$ cat src/tank_pkg.sv
`default_nettype none

package tank_pkg;

	localparam int SCREEN_W = 160;
	localparam int SCREEN_H = 120;
	localparam int COORD_W = 8;
	localparam int COLOUR_W = 3;

	localparam int TANK_W = 16;
	localparam int TANK_H = 16;
	localparam int GUN_W = 4;
	localparam int GUN_H = 4;
	localparam int BULLET_W = 4;
	localparam int BULLET_H = 2;
	localparam int BULLET_STEP = 2;

	localparam int SCORE_W = 4;
	localparam int WIN_SCORE = 7;
	localparam int NUM_PLAYERS = 2;

	localparam logic [COLOUR_W-1:0] COLOUR_BLACK = 3'b000;
	localparam logic [COLOUR_W-1:0] COLOUR_HIT = 3'b101;	// Magenta flash

	// Index 0 is the right player, index 1 the left player
	localparam logic [COLOUR_W-1:0] PLAYER_COLOUR [NUM_PLAYERS] = '{3'b011, 3'b001};
	localparam int START_X [NUM_PLAYERS] = '{144, 8};
	localparam int START_Y [NUM_PLAYERS] = '{50, 50};
	localparam int MIN_X [NUM_PLAYERS] = '{123, 8};
	localparam int MAX_X [NUM_PLAYERS] = '{144, 30};
	localparam int MIN_Y [NUM_PLAYERS] = '{10, 10};
	localparam int MAX_Y [NUM_PLAYERS] = '{100, 100};
	localparam int GUN_DX [NUM_PLAYERS] = '{-GUN_W, TANK_W};	// Gun sits on the facing side
	localparam int GUN_DY [NUM_PLAYERS] = '{6, 6};
	localparam int FIRE_DIR [NUM_PLAYERS] = '{-1, 1};

	localparam int KEY_W = 7;

	localparam logic [KEY_W-1:0] KEY_R_UP = 7'h11;
	localparam logic [KEY_W-1:0] KEY_R_LEFT = 7'h12;
	localparam logic [KEY_W-1:0] KEY_R_DOWN = 7'h13;
	localparam logic [KEY_W-1:0] KEY_R_RIGHT = 7'h14;
	localparam logic [KEY_W-1:0] KEY_R_FIRE = 7'h15;

	// ASCII w, a, s, d, f
	localparam logic [KEY_W-1:0] KEY_L_UP = 7'h77;
	localparam logic [KEY_W-1:0] KEY_L_LEFT = 7'h61;
	localparam logic [KEY_W-1:0] KEY_L_DOWN = 7'h73;
	localparam logic [KEY_W-1:0] KEY_L_RIGHT = 7'h64;
	localparam logic [KEY_W-1:0] KEY_L_FIRE = 7'h66;

	typedef enum logic [2:0] {NONE, UP, DOWN, LEFT, RIGHT} move_t;

	typedef enum logic [2:0] {CLEAR, IDLE, ERASE, STEP, DRAW} render_state_t;

endpackage

`default_nettype wire

$ cat src/key_decoder.sv
`timescale 1ns/10ps
`default_nettype none

module key_decoder import tank_pkg::*; (
	input wire CLOCK_50,
	input wire reset,
	input wire key_req,
	input wire [KEY_W-1:0] key_code,
	input wire step,
	output logic key_ack,
	output move_t [NUM_PLAYERS-1:0] move,
	output logic [NUM_PLAYERS-1:0] fire
);

	logic dec_valid;
	logic dec_player;
	logic dec_fire;
	move_t dec_move;
	logic accept;

	assign accept = key_req && !key_ack;	// New code on the bus

	always_comb begin
		dec_valid = 1'b1;
		dec_player = 1'b0;
		dec_fire = 1'b0;
		dec_move = NONE;
		case (key_code)
			KEY_R_UP: dec_move = UP;
			KEY_R_DOWN: dec_move = DOWN;
			KEY_R_LEFT: dec_move = LEFT;
			KEY_R_RIGHT: dec_move = RIGHT;
			KEY_R_FIRE: dec_fire = 1'b1;
			KEY_L_UP: {dec_player, dec_move} = {1'b1, UP};
			KEY_L_DOWN: {dec_player, dec_move} = {1'b1, DOWN};
			KEY_L_LEFT: {dec_player, dec_move} = {1'b1, LEFT};
			KEY_L_RIGHT: {dec_player, dec_move} = {1'b1, RIGHT};
			KEY_L_FIRE: {dec_player, dec_fire} = 2'b11;
			default: dec_valid = 1'b0;	// Acked but dropped
		endcase
	end

	always_ff @(posedge CLOCK_50) begin
		if (reset) begin
			key_ack <= 1'b0;
			move <= {NUM_PLAYERS{NONE}};
			fire <= '0;
		end else begin
			if (accept)
				key_ack <= 1'b1;
			else if (!key_req)
				key_ack <= 1'b0;

			// Commands consumed by the step, a key in the same cycle still lands
			if (step) begin
				move <= {NUM_PLAYERS{NONE}};
				fire <= '0;
			end
			if (accept && dec_valid) begin
				if (dec_fire)
					fire[dec_player] <= 1'b1;
				else
					move[dec_player] <= dec_move;
			end
		end
	end

endmodule

`default_nettype wire

$ cat src/tank_player.sv
`timescale 1ns/10ps
`default_nettype none

module tank_player import tank_pkg::*; #(
	parameter int PLAYER = 0
) (
	input wire CLOCK_50,
	input wire reset,
	input wire step,
	input wire new_game,
	input wire move_t move,
	input wire fire,
	input wire [COORD_W-1:0] opp_x,
	input wire [COORD_W-1:0] opp_y,
	output logic [COORD_W-1:0] tank_x,
	output logic [COORD_W-1:0] tank_y,
	output logic [COORD_W-1:0] bullet_x,
	output logic [COORD_W-1:0] bullet_y,
	output logic bullet_live,
	output logic hit,
	output logic [SCORE_W-1:0] score,
	output logic win
);

	logic [COORD_W-1:0] tx_n, ty_n;
	logic [COORD_W-1:0] gun_x, gun_y;
	logic leaving, strike;
	int bx_next;

	always_comb begin
		tx_n = tank_x;
		ty_n = tank_y;
		case (move)
			UP: if (tank_y > MIN_Y[PLAYER]) ty_n = tank_y - 1'b1;
			DOWN: if (tank_y < MAX_Y[PLAYER]) ty_n = tank_y + 1'b1;
			LEFT: if (tank_x > MIN_X[PLAYER]) tx_n = tank_x - 1'b1;
			RIGHT: if (tank_x < MAX_X[PLAYER]) tx_n = tank_x + 1'b1;
			default: ;
		endcase
		gun_x = COORD_W'(int'(tx_n) + GUN_DX[PLAYER]);
		gun_y = COORD_W'(int'(ty_n) + GUN_DY[PLAYER]);
	end

	// Bullet flight and overlap against the opponent's tank box
	always_comb begin
		bx_next = int'(bullet_x) + FIRE_DIR[PLAYER] * BULLET_STEP;
		leaving = (bx_next < 0) || (bx_next + BULLET_W > SCREEN_W);
		strike = (bx_next < int'(opp_x) + TANK_W) &&
			(bx_next + BULLET_W > int'(opp_x)) &&
			(int'(bullet_y) < int'(opp_y) + TANK_H) &&
			(int'(bullet_y) + BULLET_H > int'(opp_y));
	end

	always_ff @(posedge CLOCK_50) begin
		if (reset || new_game) begin
			tank_x <= COORD_W'(START_X[PLAYER]);
			tank_y <= COORD_W'(START_Y[PLAYER]);
			bullet_x <= COORD_W'(START_X[PLAYER] + GUN_DX[PLAYER]);
			bullet_y <= COORD_W'(START_Y[PLAYER] + GUN_DY[PLAYER]);
			bullet_live <= 1'b0;
			hit <= 1'b0;
			score <= '0;
		end else if (step) begin
			tank_x <= tx_n;
			tank_y <= ty_n;
			hit <= 1'b0;
			if (bullet_live && !leaving && !strike) begin
				bullet_x <= COORD_W'(bx_next);
			end else begin
				// Idle bullet rides along with the gun
				bullet_x <= gun_x;
				bullet_y <= gun_y;
				bullet_live <= !bullet_live && fire;
				if (bullet_live && !leaving) begin
					hit <= 1'b1;
					score <= score + 1'b1;
				end
			end
		end
	end

	assign win = (score == SCORE_W'(WIN_SCORE));

endmodule

`default_nettype wire

$ cat src/frame_renderer.sv
`timescale 1ns/10ps
`default_nettype none

module frame_renderer import tank_pkg::*; #(
	parameter int FRAME_CYCLES = 833333
) (
	input wire CLOCK_50,
	input wire reset,
	input wire [NUM_PLAYERS-1:0][COORD_W-1:0] tank_x,
	input wire [NUM_PLAYERS-1:0][COORD_W-1:0] tank_y,
	input wire [NUM_PLAYERS-1:0][COORD_W-1:0] bullet_x,
	input wire [NUM_PLAYERS-1:0][COORD_W-1:0] bullet_y,
	input wire [NUM_PLAYERS-1:0] bullet_live,
	input wire [NUM_PLAYERS-1:0] hit,
	input wire [NUM_PLAYERS-1:0] win,
	output logic step,
	output logic new_game,
	output logic [COORD_W-1:0] pix_x,
	output logic [COORD_W-1:0] pix_y,
	output logic [COLOUR_W-1:0] pix_colour,
	output logic plot
);

	localparam int TICK_W = $clog2(FRAME_CYCLES);

	render_state_t state;
	logic [TICK_W-1:0] frame_cnt;
	logic tick;
	logic [COORD_W-1:0] wx, wy;
	logic spr_player;	// 0 right, 1 left
	logic [1:0] spr_kind;	// 0 tank, 1 gun, 2 bullet
	logic [COORD_W-1:0] org_x, org_y, spr_w, spr_h;
	logic [COLOUR_W-1:0] colour;
	logic last_col, last_row, pass_last, nxt_player, abort;
	logic [1:0] nxt_kind;

	assign tick = (frame_cnt == TICK_W'(FRAME_CYCLES - 1));

	always_ff @(posedge CLOCK_50) begin
		if (reset || tick)
			frame_cnt <= '0;
		else
			frame_cnt <= frame_cnt + 1'b1;
	end

	always_comb begin
		org_x = '0;
		org_y = '0;
		spr_w = COORD_W'(SCREEN_W);
		spr_h = COORD_W'(SCREEN_H);
		colour = COLOUR_BLACK;
		if (state != CLEAR) begin
			case (spr_kind)
				2'd0: {org_x, org_y, spr_w, spr_h} = {tank_x[spr_player], tank_y[spr_player],
					COORD_W'(TANK_W), COORD_W'(TANK_H)};
				2'd1: begin
					org_x = COORD_W'(int'(tank_x[spr_player]) + GUN_DX[spr_player]);
					org_y = COORD_W'(int'(tank_y[spr_player]) + GUN_DY[spr_player]);
					spr_w = COORD_W'(GUN_W);
					spr_h = COORD_W'(GUN_H);
				end
				default: {org_x, org_y, spr_w, spr_h} = {bullet_x[spr_player],
					bullet_y[spr_player], COORD_W'(BULLET_W), COORD_W'(BULLET_H)};
			endcase
			if (state == DRAW)
				colour = (spr_kind != 2'd2 && hit[~spr_player]) ? COLOUR_HIT
					: PLAYER_COLOUR[spr_player];
		end
	end

	// Sprite order within a pass, idle bullets skipped
	always_comb begin
		last_col = (wx == spr_w - 1'b1);
		last_row = (wy == spr_h - 1'b1);
		nxt_player = spr_player;
		nxt_kind = spr_kind + 2'd1;
		pass_last = 1'b0;
		if (spr_kind == 2'd2 || (spr_kind == 2'd1 && !bullet_live[spr_player])) begin
			nxt_player = 1'b1;
			nxt_kind = 2'd0;
			pass_last = spr_player;
		end
	end

	assign abort = (state == DRAW) && (|win);	// Game over, wipe instead of drawing
	assign step = (state == STEP);
	assign new_game = (state == CLEAR) && last_col && last_row;

	always_ff @(posedge CLOCK_50) begin
		if (reset || abort) begin
			state <= CLEAR;
			wx <= '0;
			wy <= '0;
			spr_player <= 1'b0;
			spr_kind <= 2'd0;
		end else begin
			case (state)
				IDLE: if (tick) state <= ERASE;
				STEP: state <= DRAW;
				CLEAR, ERASE, DRAW: begin
					wx <= last_col ? '0 : wx + 1'b1;
					if (last_col) begin
						wy <= last_row ? '0 : wy + 1'b1;
						if (last_row) begin
							if (state == CLEAR) begin
								state <= DRAW;
							end else if (pass_last) begin
								spr_player <= 1'b0;
								spr_kind <= 2'd0;
								state <= (state == ERASE) ? STEP : IDLE;
							end else begin
								spr_player <= nxt_player;
								spr_kind <= nxt_kind;
							end
						end
					end
				end
				default: state <= CLEAR;
			endcase
		end
	end

	always_ff @(posedge CLOCK_50) begin
		pix_x <= org_x + wx;
		pix_y <= org_y + wy;
		pix_colour <= colour;
	end

	always_ff @(posedge CLOCK_50) begin
		if (reset)
			plot <= 1'b0;
		else
			plot <= (state == CLEAR) || (state == ERASE) || (state == DRAW && !abort);
	end

endmodule

`default_nettype wire

$ cat src/tank_duel_top.sv
`timescale 1ns/10ps
`default_nettype none

module tank_duel_top import tank_pkg::*; #(
	parameter int FRAME_CYCLES = 833333	// About 60 frames/s at 50 MHz
) (
	input wire CLOCK_50,
	input wire reset,
	input wire key_req,
	input wire [KEY_W-1:0] key_code,
	output logic key_ack,
	output logic [COORD_W-1:0] pix_x,
	output logic [COORD_W-1:0] pix_y,
	output logic [COLOUR_W-1:0] pix_colour,
	output logic plot,
	output logic [SCORE_W-1:0] score_right,
	output logic [SCORE_W-1:0] score_left
);

	move_t [NUM_PLAYERS-1:0] move;
	logic [NUM_PLAYERS-1:0] fire;
	logic step, new_game;
	logic [NUM_PLAYERS-1:0][COORD_W-1:0] tank_x, tank_y, bullet_x, bullet_y;
	logic [NUM_PLAYERS-1:0] bullet_live, hit, win;
	logic [NUM_PLAYERS-1:0][SCORE_W-1:0] score;

	key_decoder u_keys (
		.CLOCK_50(CLOCK_50),
		.reset(reset),
		.key_req(key_req),
		.key_code(key_code),
		.step(step),
		.key_ack(key_ack),
		.move(move),
		.fire(fire)
	);

	genvar p;
	generate
		for (p = 0; p < NUM_PLAYERS; p++) begin : g_player
			tank_player #(.PLAYER(p)) u_player (
				.CLOCK_50(CLOCK_50),
				.reset(reset),
				.step(step),
				.new_game(new_game),
				.move(move[p]),
				.fire(fire[p]),
				.opp_x(tank_x[NUM_PLAYERS-1-p]),	// The other player's tank
				.opp_y(tank_y[NUM_PLAYERS-1-p]),
				.tank_x(tank_x[p]),
				.tank_y(tank_y[p]),
				.bullet_x(bullet_x[p]),
				.bullet_y(bullet_y[p]),
				.bullet_live(bullet_live[p]),
				.hit(hit[p]),
				.score(score[p]),
				.win(win[p])
			);
		end
	endgenerate

	frame_renderer #(.FRAME_CYCLES(FRAME_CYCLES)) u_render (
		.CLOCK_50(CLOCK_50),
		.reset(reset),
		.tank_x(tank_x),
		.tank_y(tank_y),
		.bullet_x(bullet_x),
		.bullet_y(bullet_y),
		.bullet_live(bullet_live),
		.hit(hit),
		.win(win),
		.step(step),
		.new_game(new_game),
		.pix_x(pix_x),
		.pix_y(pix_y),
		.pix_colour(pix_colour),
		.plot(plot)
	);

	assign score_right = score[0];
	assign score_left = score[1];

endmodule

`default_nettype wire

$ cat config.mk
export PLATFORM = sky130hd
export DESIGN_NAME = tank_duel_top
export DESIGN_NICKNAME = d
export VERILOG_FILES = /design/src/tank_pkg.sv /design/src/key_decoder.sv /design/src/tank_player.sv /design/src/frame_renderer.sv /design/src/tank_duel_top.sv
export SDC_FILE = /design/constraint.sdc
export NUM_CORES = 1
export LEC_CHECK = 0
export BUFFER_PORTS_ARGS = -buffer_cell sky130_fd_sc_hd__buf_2
export CAP_MARGIN = 0
export CELL_PAD_IN_SITES_DETAIL_PLACEMENT = 0
export CELL_PAD_IN_SITES_GLOBAL_PLACEMENT = 1
export CORE_UTILIZATION = 52
export CTS_CLUSTER_DIAMETER = 30
export DETAILED_ROUTE_END_ITERATION = 7
export HOLD_SLACK_MARGIN = 0.15
export PLACE_DENSITY = 0.88
export RECOVER_POWER = 50
export SLEW_MARGIN = 5
export SYNTH_ARGS = -nofsm -noshare
export SYNTH_HDL_FRONTEND = slang
export SYNTH_SLANG_ARGS = --single-unit
$ cat constraint.sdc
create_clock -name CLOCK_50 -period 9.4 [get_ports CLOCK_50]
set_input_delay 0.47 -clock CLOCK_50 [delete_from_list [all_inputs] [get_ports CLOCK_50]]
set_output_delay 0.47 -clock CLOCK_50 [all_outputs]
set_load 0.01 [all_outputs]
-- Word level (Yosys, flattened, before mapping)
Cells that the tools add are included.
- register bits after elaboration: 147
- latch bits: 0
- RAM bits: 0
- memory bits (read-only): 0
- output and inout bits: 29
- word-level logic and storage cells: 272
- memories: 0
- $add $sub $neg: 34
- multiply operators: 0
- divide/modulo/power cells: 0
- magnitude comparators: 25
- equal/unequal tests: 35
- shifts and indexed selects: 0
- mux-type cells: 80
- bitwise gates (word level): 8
- reductions and logical operators: 61
- operator list (kind ; number):
    $mux W8 ; 29
    $gt A32 B9 Y1 ; 4
    $pmux W8 S2 ; 6
    $add A32 B4 Y32 const B ; 2
    $gt A32 B9 Y1 const B ; 2
    $lt A32 B1 Y1 const B ; 2
    $lt A32 B32 Y1 ; 2
    $lt A9 B32 Y1 ; 2
    $add A8 B1 Y8 const B ; 6
    $sub A8 B1 Y8 const B ; 6
    $add A8 B5 Y9 const B ; 4
    $eq A7 B5 Y1 const B ; 5
    $eq A7 B7 Y1 const B ; 5
    $add A8 B8 Y8 ; 4
    $add A8 B2 Y9 const B ; 3
    $mux W3 ; 9
    $add A8 B3 Y8 const B ; 3
    $gt A8 B4 Y1 const B ; 3
    $mux W6 ; 4
    $logic_and A1 B1 Y1 ; 21
    $add A20 B1 Y20 const B ; 1
    $eq A20 B20 Y1 const B ; 1
    $eq A3 B2 Y1 const B ; 6
    $mux W1 ; 17
    45 further kinds ; 96

-- Longest topological paths before layout
- depth after elaboration: 11
- depth in mapped cells: 19
- gate-level depth less buffers: 17

-- Cells and area by module
A second synthesis with hierarchy kept.
- cell total of the unflattened synthesis: 1492
- area, all modules: 12185.4 µm²
- modules (own cells, without submodules) (module ; instances ; cells an instance ; area each (µm²) ; sequential area each (µm²)):
    frame_renderer ; 1 ; 483 ; 4052.6 ; 1241.2
    tank_player (g_player[0].u_player) ; 1 ; 476 ; 3807.4 ; 760.7
    tank_player (g_player[1].u_player) ; 1 ; 472 ; 3772.4 ; 760.7
    key_decoder ; 1 ; 61 ; 553.0 ; 180.2

-- Least setup slack after synthesis
OpenSTA, ideal clock, no wires.
- path kind: register -> register
- start point: register g_player[0].u_player.bullet_x[1]
- end point: register g_player[0].u_player.bullet_x[3]
- arrival time: 4.604 ns
- slack: 4.662 ns
- cell stages (with the launch flop): 18
- period minus slack after synthesis: 4.738 ns
- cell sequence: dfxtp_1 clkbuf_1 inv_1 ha_1 or4b_1 or3_1 buf_2 or4_1 ha_1 or4bb_1 nor4_1 o221ai_2 a22oi_1 or2_4 and3_1 buf_6 nor3_1 or4_1
- word-level cells in the longest chain between the ends: 9
- elaborated cells on any way between the ends: 15
- classes of those cells: 2 x add/sub; 4 x order compare; 1 x mux; 8 x reduce/logical
- ends and longest elaborated chain (what ; RTL line ; text):
    from (decl) ; tank_player.sv:17 ; output logic [COORD_W-1:0] bullet_x,
    from (signal assigned) ; tank_player.sv:58 ; bullet_x <= COORD_W'(START_X[PLAYER] + GUN_DX[PLAYER]);
    from (signal assigned) ; tank_player.sv:68 ; bullet_x <= COORD_W'(bx_next);
    from (signal assigned) ; tank_player.sv:71 ; bullet_x <= gun_x;
    $add A9 B2 Y10 * ; tank_player.sv:46 ; bx_next = int'(bullet_x) + FIRE_DIR[PLAYER] * BULLET_STEP;
    $add A32 B4 Y32 ; tank_player.sv:47, tank_player.sv:49 ;
    $gt A32 B9 Y1 ; tank_player.sv:49 ; (bx_next + BULLET_W > int'(opp_x)) &&
    $logic_and A1 B1 Y1 ; tank_player.sv:48 ; strike = (bx_next < int'(opp_x) + TANK_W) &&
    $logic_and A1 B1 Y1 ; tank_player.sv:49 ;
    $logic_and A1 B1 Y1 ; tank_player.sv:50 ; (int'(bullet_y) < int'(opp_y) + TANK_H) &&
    $logic_not A1 Y1 ; tank_player.sv:67 ; if (bullet_live && !leaving && !strike) begin
    $logic_and A1 B1 Y1 ; tank_player.sv:67 ;
    $mux W8 * ; tank_player.sv:67 ;
Every way passes the cells marked *; elsewhere a longest branch is shown, timed or not.
A chain may end at the register's enable or synchronous reset.

-- Worst setup path in the final report
Same ends and word-level chain as after synthesis.

==> results.md <==
* Outcome: finished, violations left
* Failing checks: max-capacitance violations, max-slew violations
* Internal Power at about 1.0 mW
* Reg clk slew, reported paths at ~70 ps
* Slew Limit Fails at 75
* CTS buffer count at 17
* Slew @ Worst Pin at between 3000 and 4000 ps
* Unique masters post-synth at 92
* Setup crit start kind: register
* Period utilization at between 50 and 60%
* P_leak at 5.087 nW
* Pre-Repair DR Iteration Count at 5
* Setup ws final at 4103 ps
* Final Hold Viols at 0
* First-iteration detailed-routing DRC count at about 950
* Final #Nets at 1,691
* Crit Path Class: register to register
* Global-route wire length before repair at roughly 54 mm
* CP Capture Type: register
* Seq pwr share at 45.3%
* Root buf cell: clkbuf_16
* Port buffer count at 38
* Core Area at 23,400 um2
* Post-Place Cell Area at about 13,000 um2
* Ys flop type: dfxtp_1
* Die height at 156.1 um
* Layout Skew at roughly 18 ps
* FMAX at 0.1888 GHz
* Sink Count at 147
* Max_cap viols at 1
* Final total power at 1.389 mW
* Clk pwr share at between 50% and 60%
* Antenna viol nets, final at 0
* PwrDens at ~100 nW/um2
* DIE WIDTH at 156.1 um
* Cells after DPL at around 1,800
* Starting Density at a little over half
* Drt wl/cell at 18.18 um
* Pin count of the biggest net entering global routing at 75
* Post-DP HPWL at 25.49 mm
* RSZ-0062 raised after global routing: no
* # IOs at 39
* H-tree depth at 4
* Switch share at 24.42%
* Crit path arrival time at 5600 ps
* Seq/Total Area, Yosys at 23.83%
* Overflow left after global routing at 0
* Gate power share at 2.2%
* Die ar. at 24,360 um2
* Post-synthesis cell area at 12,350 um2
* FFs w/ async S/R, synth at 0%
* Overall Global Routing Usage at roughly 28%
* Post CTS Setup Buffer Count at 0
* Net switching power at about 340 uW
* Final instance area at 13,240 um2
* Final setup TNS at 0 ps
* Number of flops mapped to enable cells by yosys at 0
* CTS tree: done
* Min cycle time layout at 5297 ps
* WL final at approximately 34 mm
* Crit-path max FO at 12
* Vias in the first global route at 10,180
* Slew Limit Headroom at -129.5%
* CTS Hold Bufs at 0
* Syn nets at 1,713
* Antenna violations before repair at 1
* Warnings, synthesis at 0
* Row cnt at 56
* Vias at between 10,000 and 15,000
* Hold Path Class: input pin to register
* GP Congestion at 0.9404
* Residual DRC at 0
* Max clock buf depth at 2
* Gate Count Post-Synth at 1,571
* Syn Area/Cell at 7.859 um2
* Worst skew pair latency at between 400 and 500 ps
* Post-place setup slack at 4247 ps
* Post-CTS Resized at 0
* DR vias/cell at 6.098
* Max rail drop VDD at around 0.00010 V
* Layout Cells excl Fill at 1,882
* Setup Viol. Count Final at 0
* Layout cell share with drive strength beyond 1 at 5.954%
* Yosys reg bits at 147
* Worst EP required at 9700 ps
* Area Overhead vs Synth at 7.266%
## stage by stage
stage | utilization [%] | hold WS, ps
floorplan | - | 425.8
global placement | 54.11 | 410.1
detailed placement | 54.11 | 413.2
CTS | 56.77 | 276.6
global route | 56.58 | 291.2
finish | 56.59 | 279.0
## sequential cells by signal (all words and copies together), names as in the netlist
register	flops
u_render.frame_cnt	20
g_player.u_player.bullet_x	16
g_player.u_player.bullet_y	16
g_player.u_player.tank_x	16
g_player.u_player.tank_y	16
g_player.u_player.score	8
u_render.pix_x	8
u_render.pix_y	8
u_render.wx	8
u_render.wy	8
u_keys.move	6
u_render.pix_colour	3
u_render.state	3
g_player.u_player.bullet_live	2
g_player.u_player.hit	2
u_keys.fire	2
u_render.spr_kind	2
u_keys.key_ack	1
u_render.plot	1
u_render.spr_player	1
## worst paths after layout
path                            slack [ps]                          endpoint  cells past startpoint                        startpoint
worst min register to register         420            u_render.pix_colour[1]                      1               u_render.spr_player
worst min-delay path                   280                    u_keys.key_ack                      2                           key_req
worst max register to register        4100  g_player[0].u_player.bullet_x[3]                     14  g_player[0].u_player.bullet_x[1]
worst max-delay path                  4100  g_player[0].u_player.bullet_x[3]                     14  g_player[0].u_player.bullet_x[1]
## cells in the final DEF (no fill, tap or decap), types with 43 or more instances in the layout
cell type    n
xor2_1      43
dfxtp_1    146
nand2_1    107
inv_1       84
o21ai_0     63
ha_1       130
a21oi_1    100
nand3_1     75
nor2_1     148
xnor2_1     89
## synthesized netlist by cell type, types with 5 or more instances
master      n  area share, %
a21o_1     20            1.2
xor2_1     43            3.1
nor2b_1    12           0.61
ha_1      130             13
o21bai_1    7           0.43
nand3b_1    9           0.55
nor3b_1    14           0.85
nand4_1    31            1.6
nor4_1     13           0.66
a211oi_1   20            1.2
nor3_1     42            1.7
a31oi_1    22            1.1
buf_2      11           0.45
clkbuf_1   65            2.0
o21ai_0    63            2.6
nand3_1    75            3.0
and3_1     22            1.1
inv_1      84            2.6
buf_1       9           0.27
nor2_1    149            4.5
mux2i_1    34            2.8
and4_1     11           0.78
a311oi_1    5           0.35
xnor2_1    89            6.3
o21a_1      9           0.55
or4_1      15           0.91
or3_1      19           0.96
nand2_1   107            3.3
o211ai_1   20            1.2
or2_2      13           0.66
nand2b_1   14           0.71
o211a_1     5           0.41
dfxtp_1   147             24
o22ai_1    14           0.71
o31ai_1     7           0.43
a22oi_1     5           0.30
a21oi_1   100            4.1
and2_1     10           0.51
nand4b_1    5           0.35
## area by class of cell
type,instances,area (um2)
Timing Repair Buffer,47,212.7
Clock buffer,18,439.2
Sequential cell,147,2944
Multi-Input combinational cell,1250,8740
Antenna cell,1,2.502
Inverter,86,322.8
Fill cell,2261,10160
Clock inverter,14,183.9
Tap cell,319,399.1
## cell families after synthesis
kind of cell             count (synthesis)  share of synthesized area [%]
AO/OA/AOI/OAI                          359                          19.25
XOR/XNOR                               133                          9.546
adder cells (fa/ha/maj)                132                          13.50
buffers and inverters                  174                          5.553
flip-flops                             147                          23.83
multiplexers                            40                          3.597
AND/OR/NAND/NOR                        586                          24.72
## critical path: stages (launching register included)
cell and delay, ps:
dfxtp_1 410, inv_1 160, ha_1 280, or4b_1 530, or3_1 470, or4_1 520, ha_1 280, or4bb_1 470
nor4_1 440, o221ai_2 150, a22oi_1 250, or2_4 190, and3_1 340, nor3_1 80, or4_1 600
## metal layers
layer / vias up / GRT usage (%) / share of wire, %
li1: 5645 / - / -
met1: 5374 / 40.23 / 48
met2: 406 / 42.50 / 42
met3: 52 / 4.611 / 7.5
met4: 0 / 10.22 / 2.8
met5: - / 0 / 0
## power by group through the flow
stage,sequential [mW],combinational [mW],clock (mW)
5_1_grt,0.630,0.0347,0.765
3_3_place_gp,0.644,0.0313,0
6_report,0.630,0.0312,0.728
2_1_floorplan,0.644,0.0197,0
3_5_place_dp,0.644,0.0316,0
4_1_cts,0.629,0.0318,0.739
Note: power is estimated with default switching activity, not from simulation.
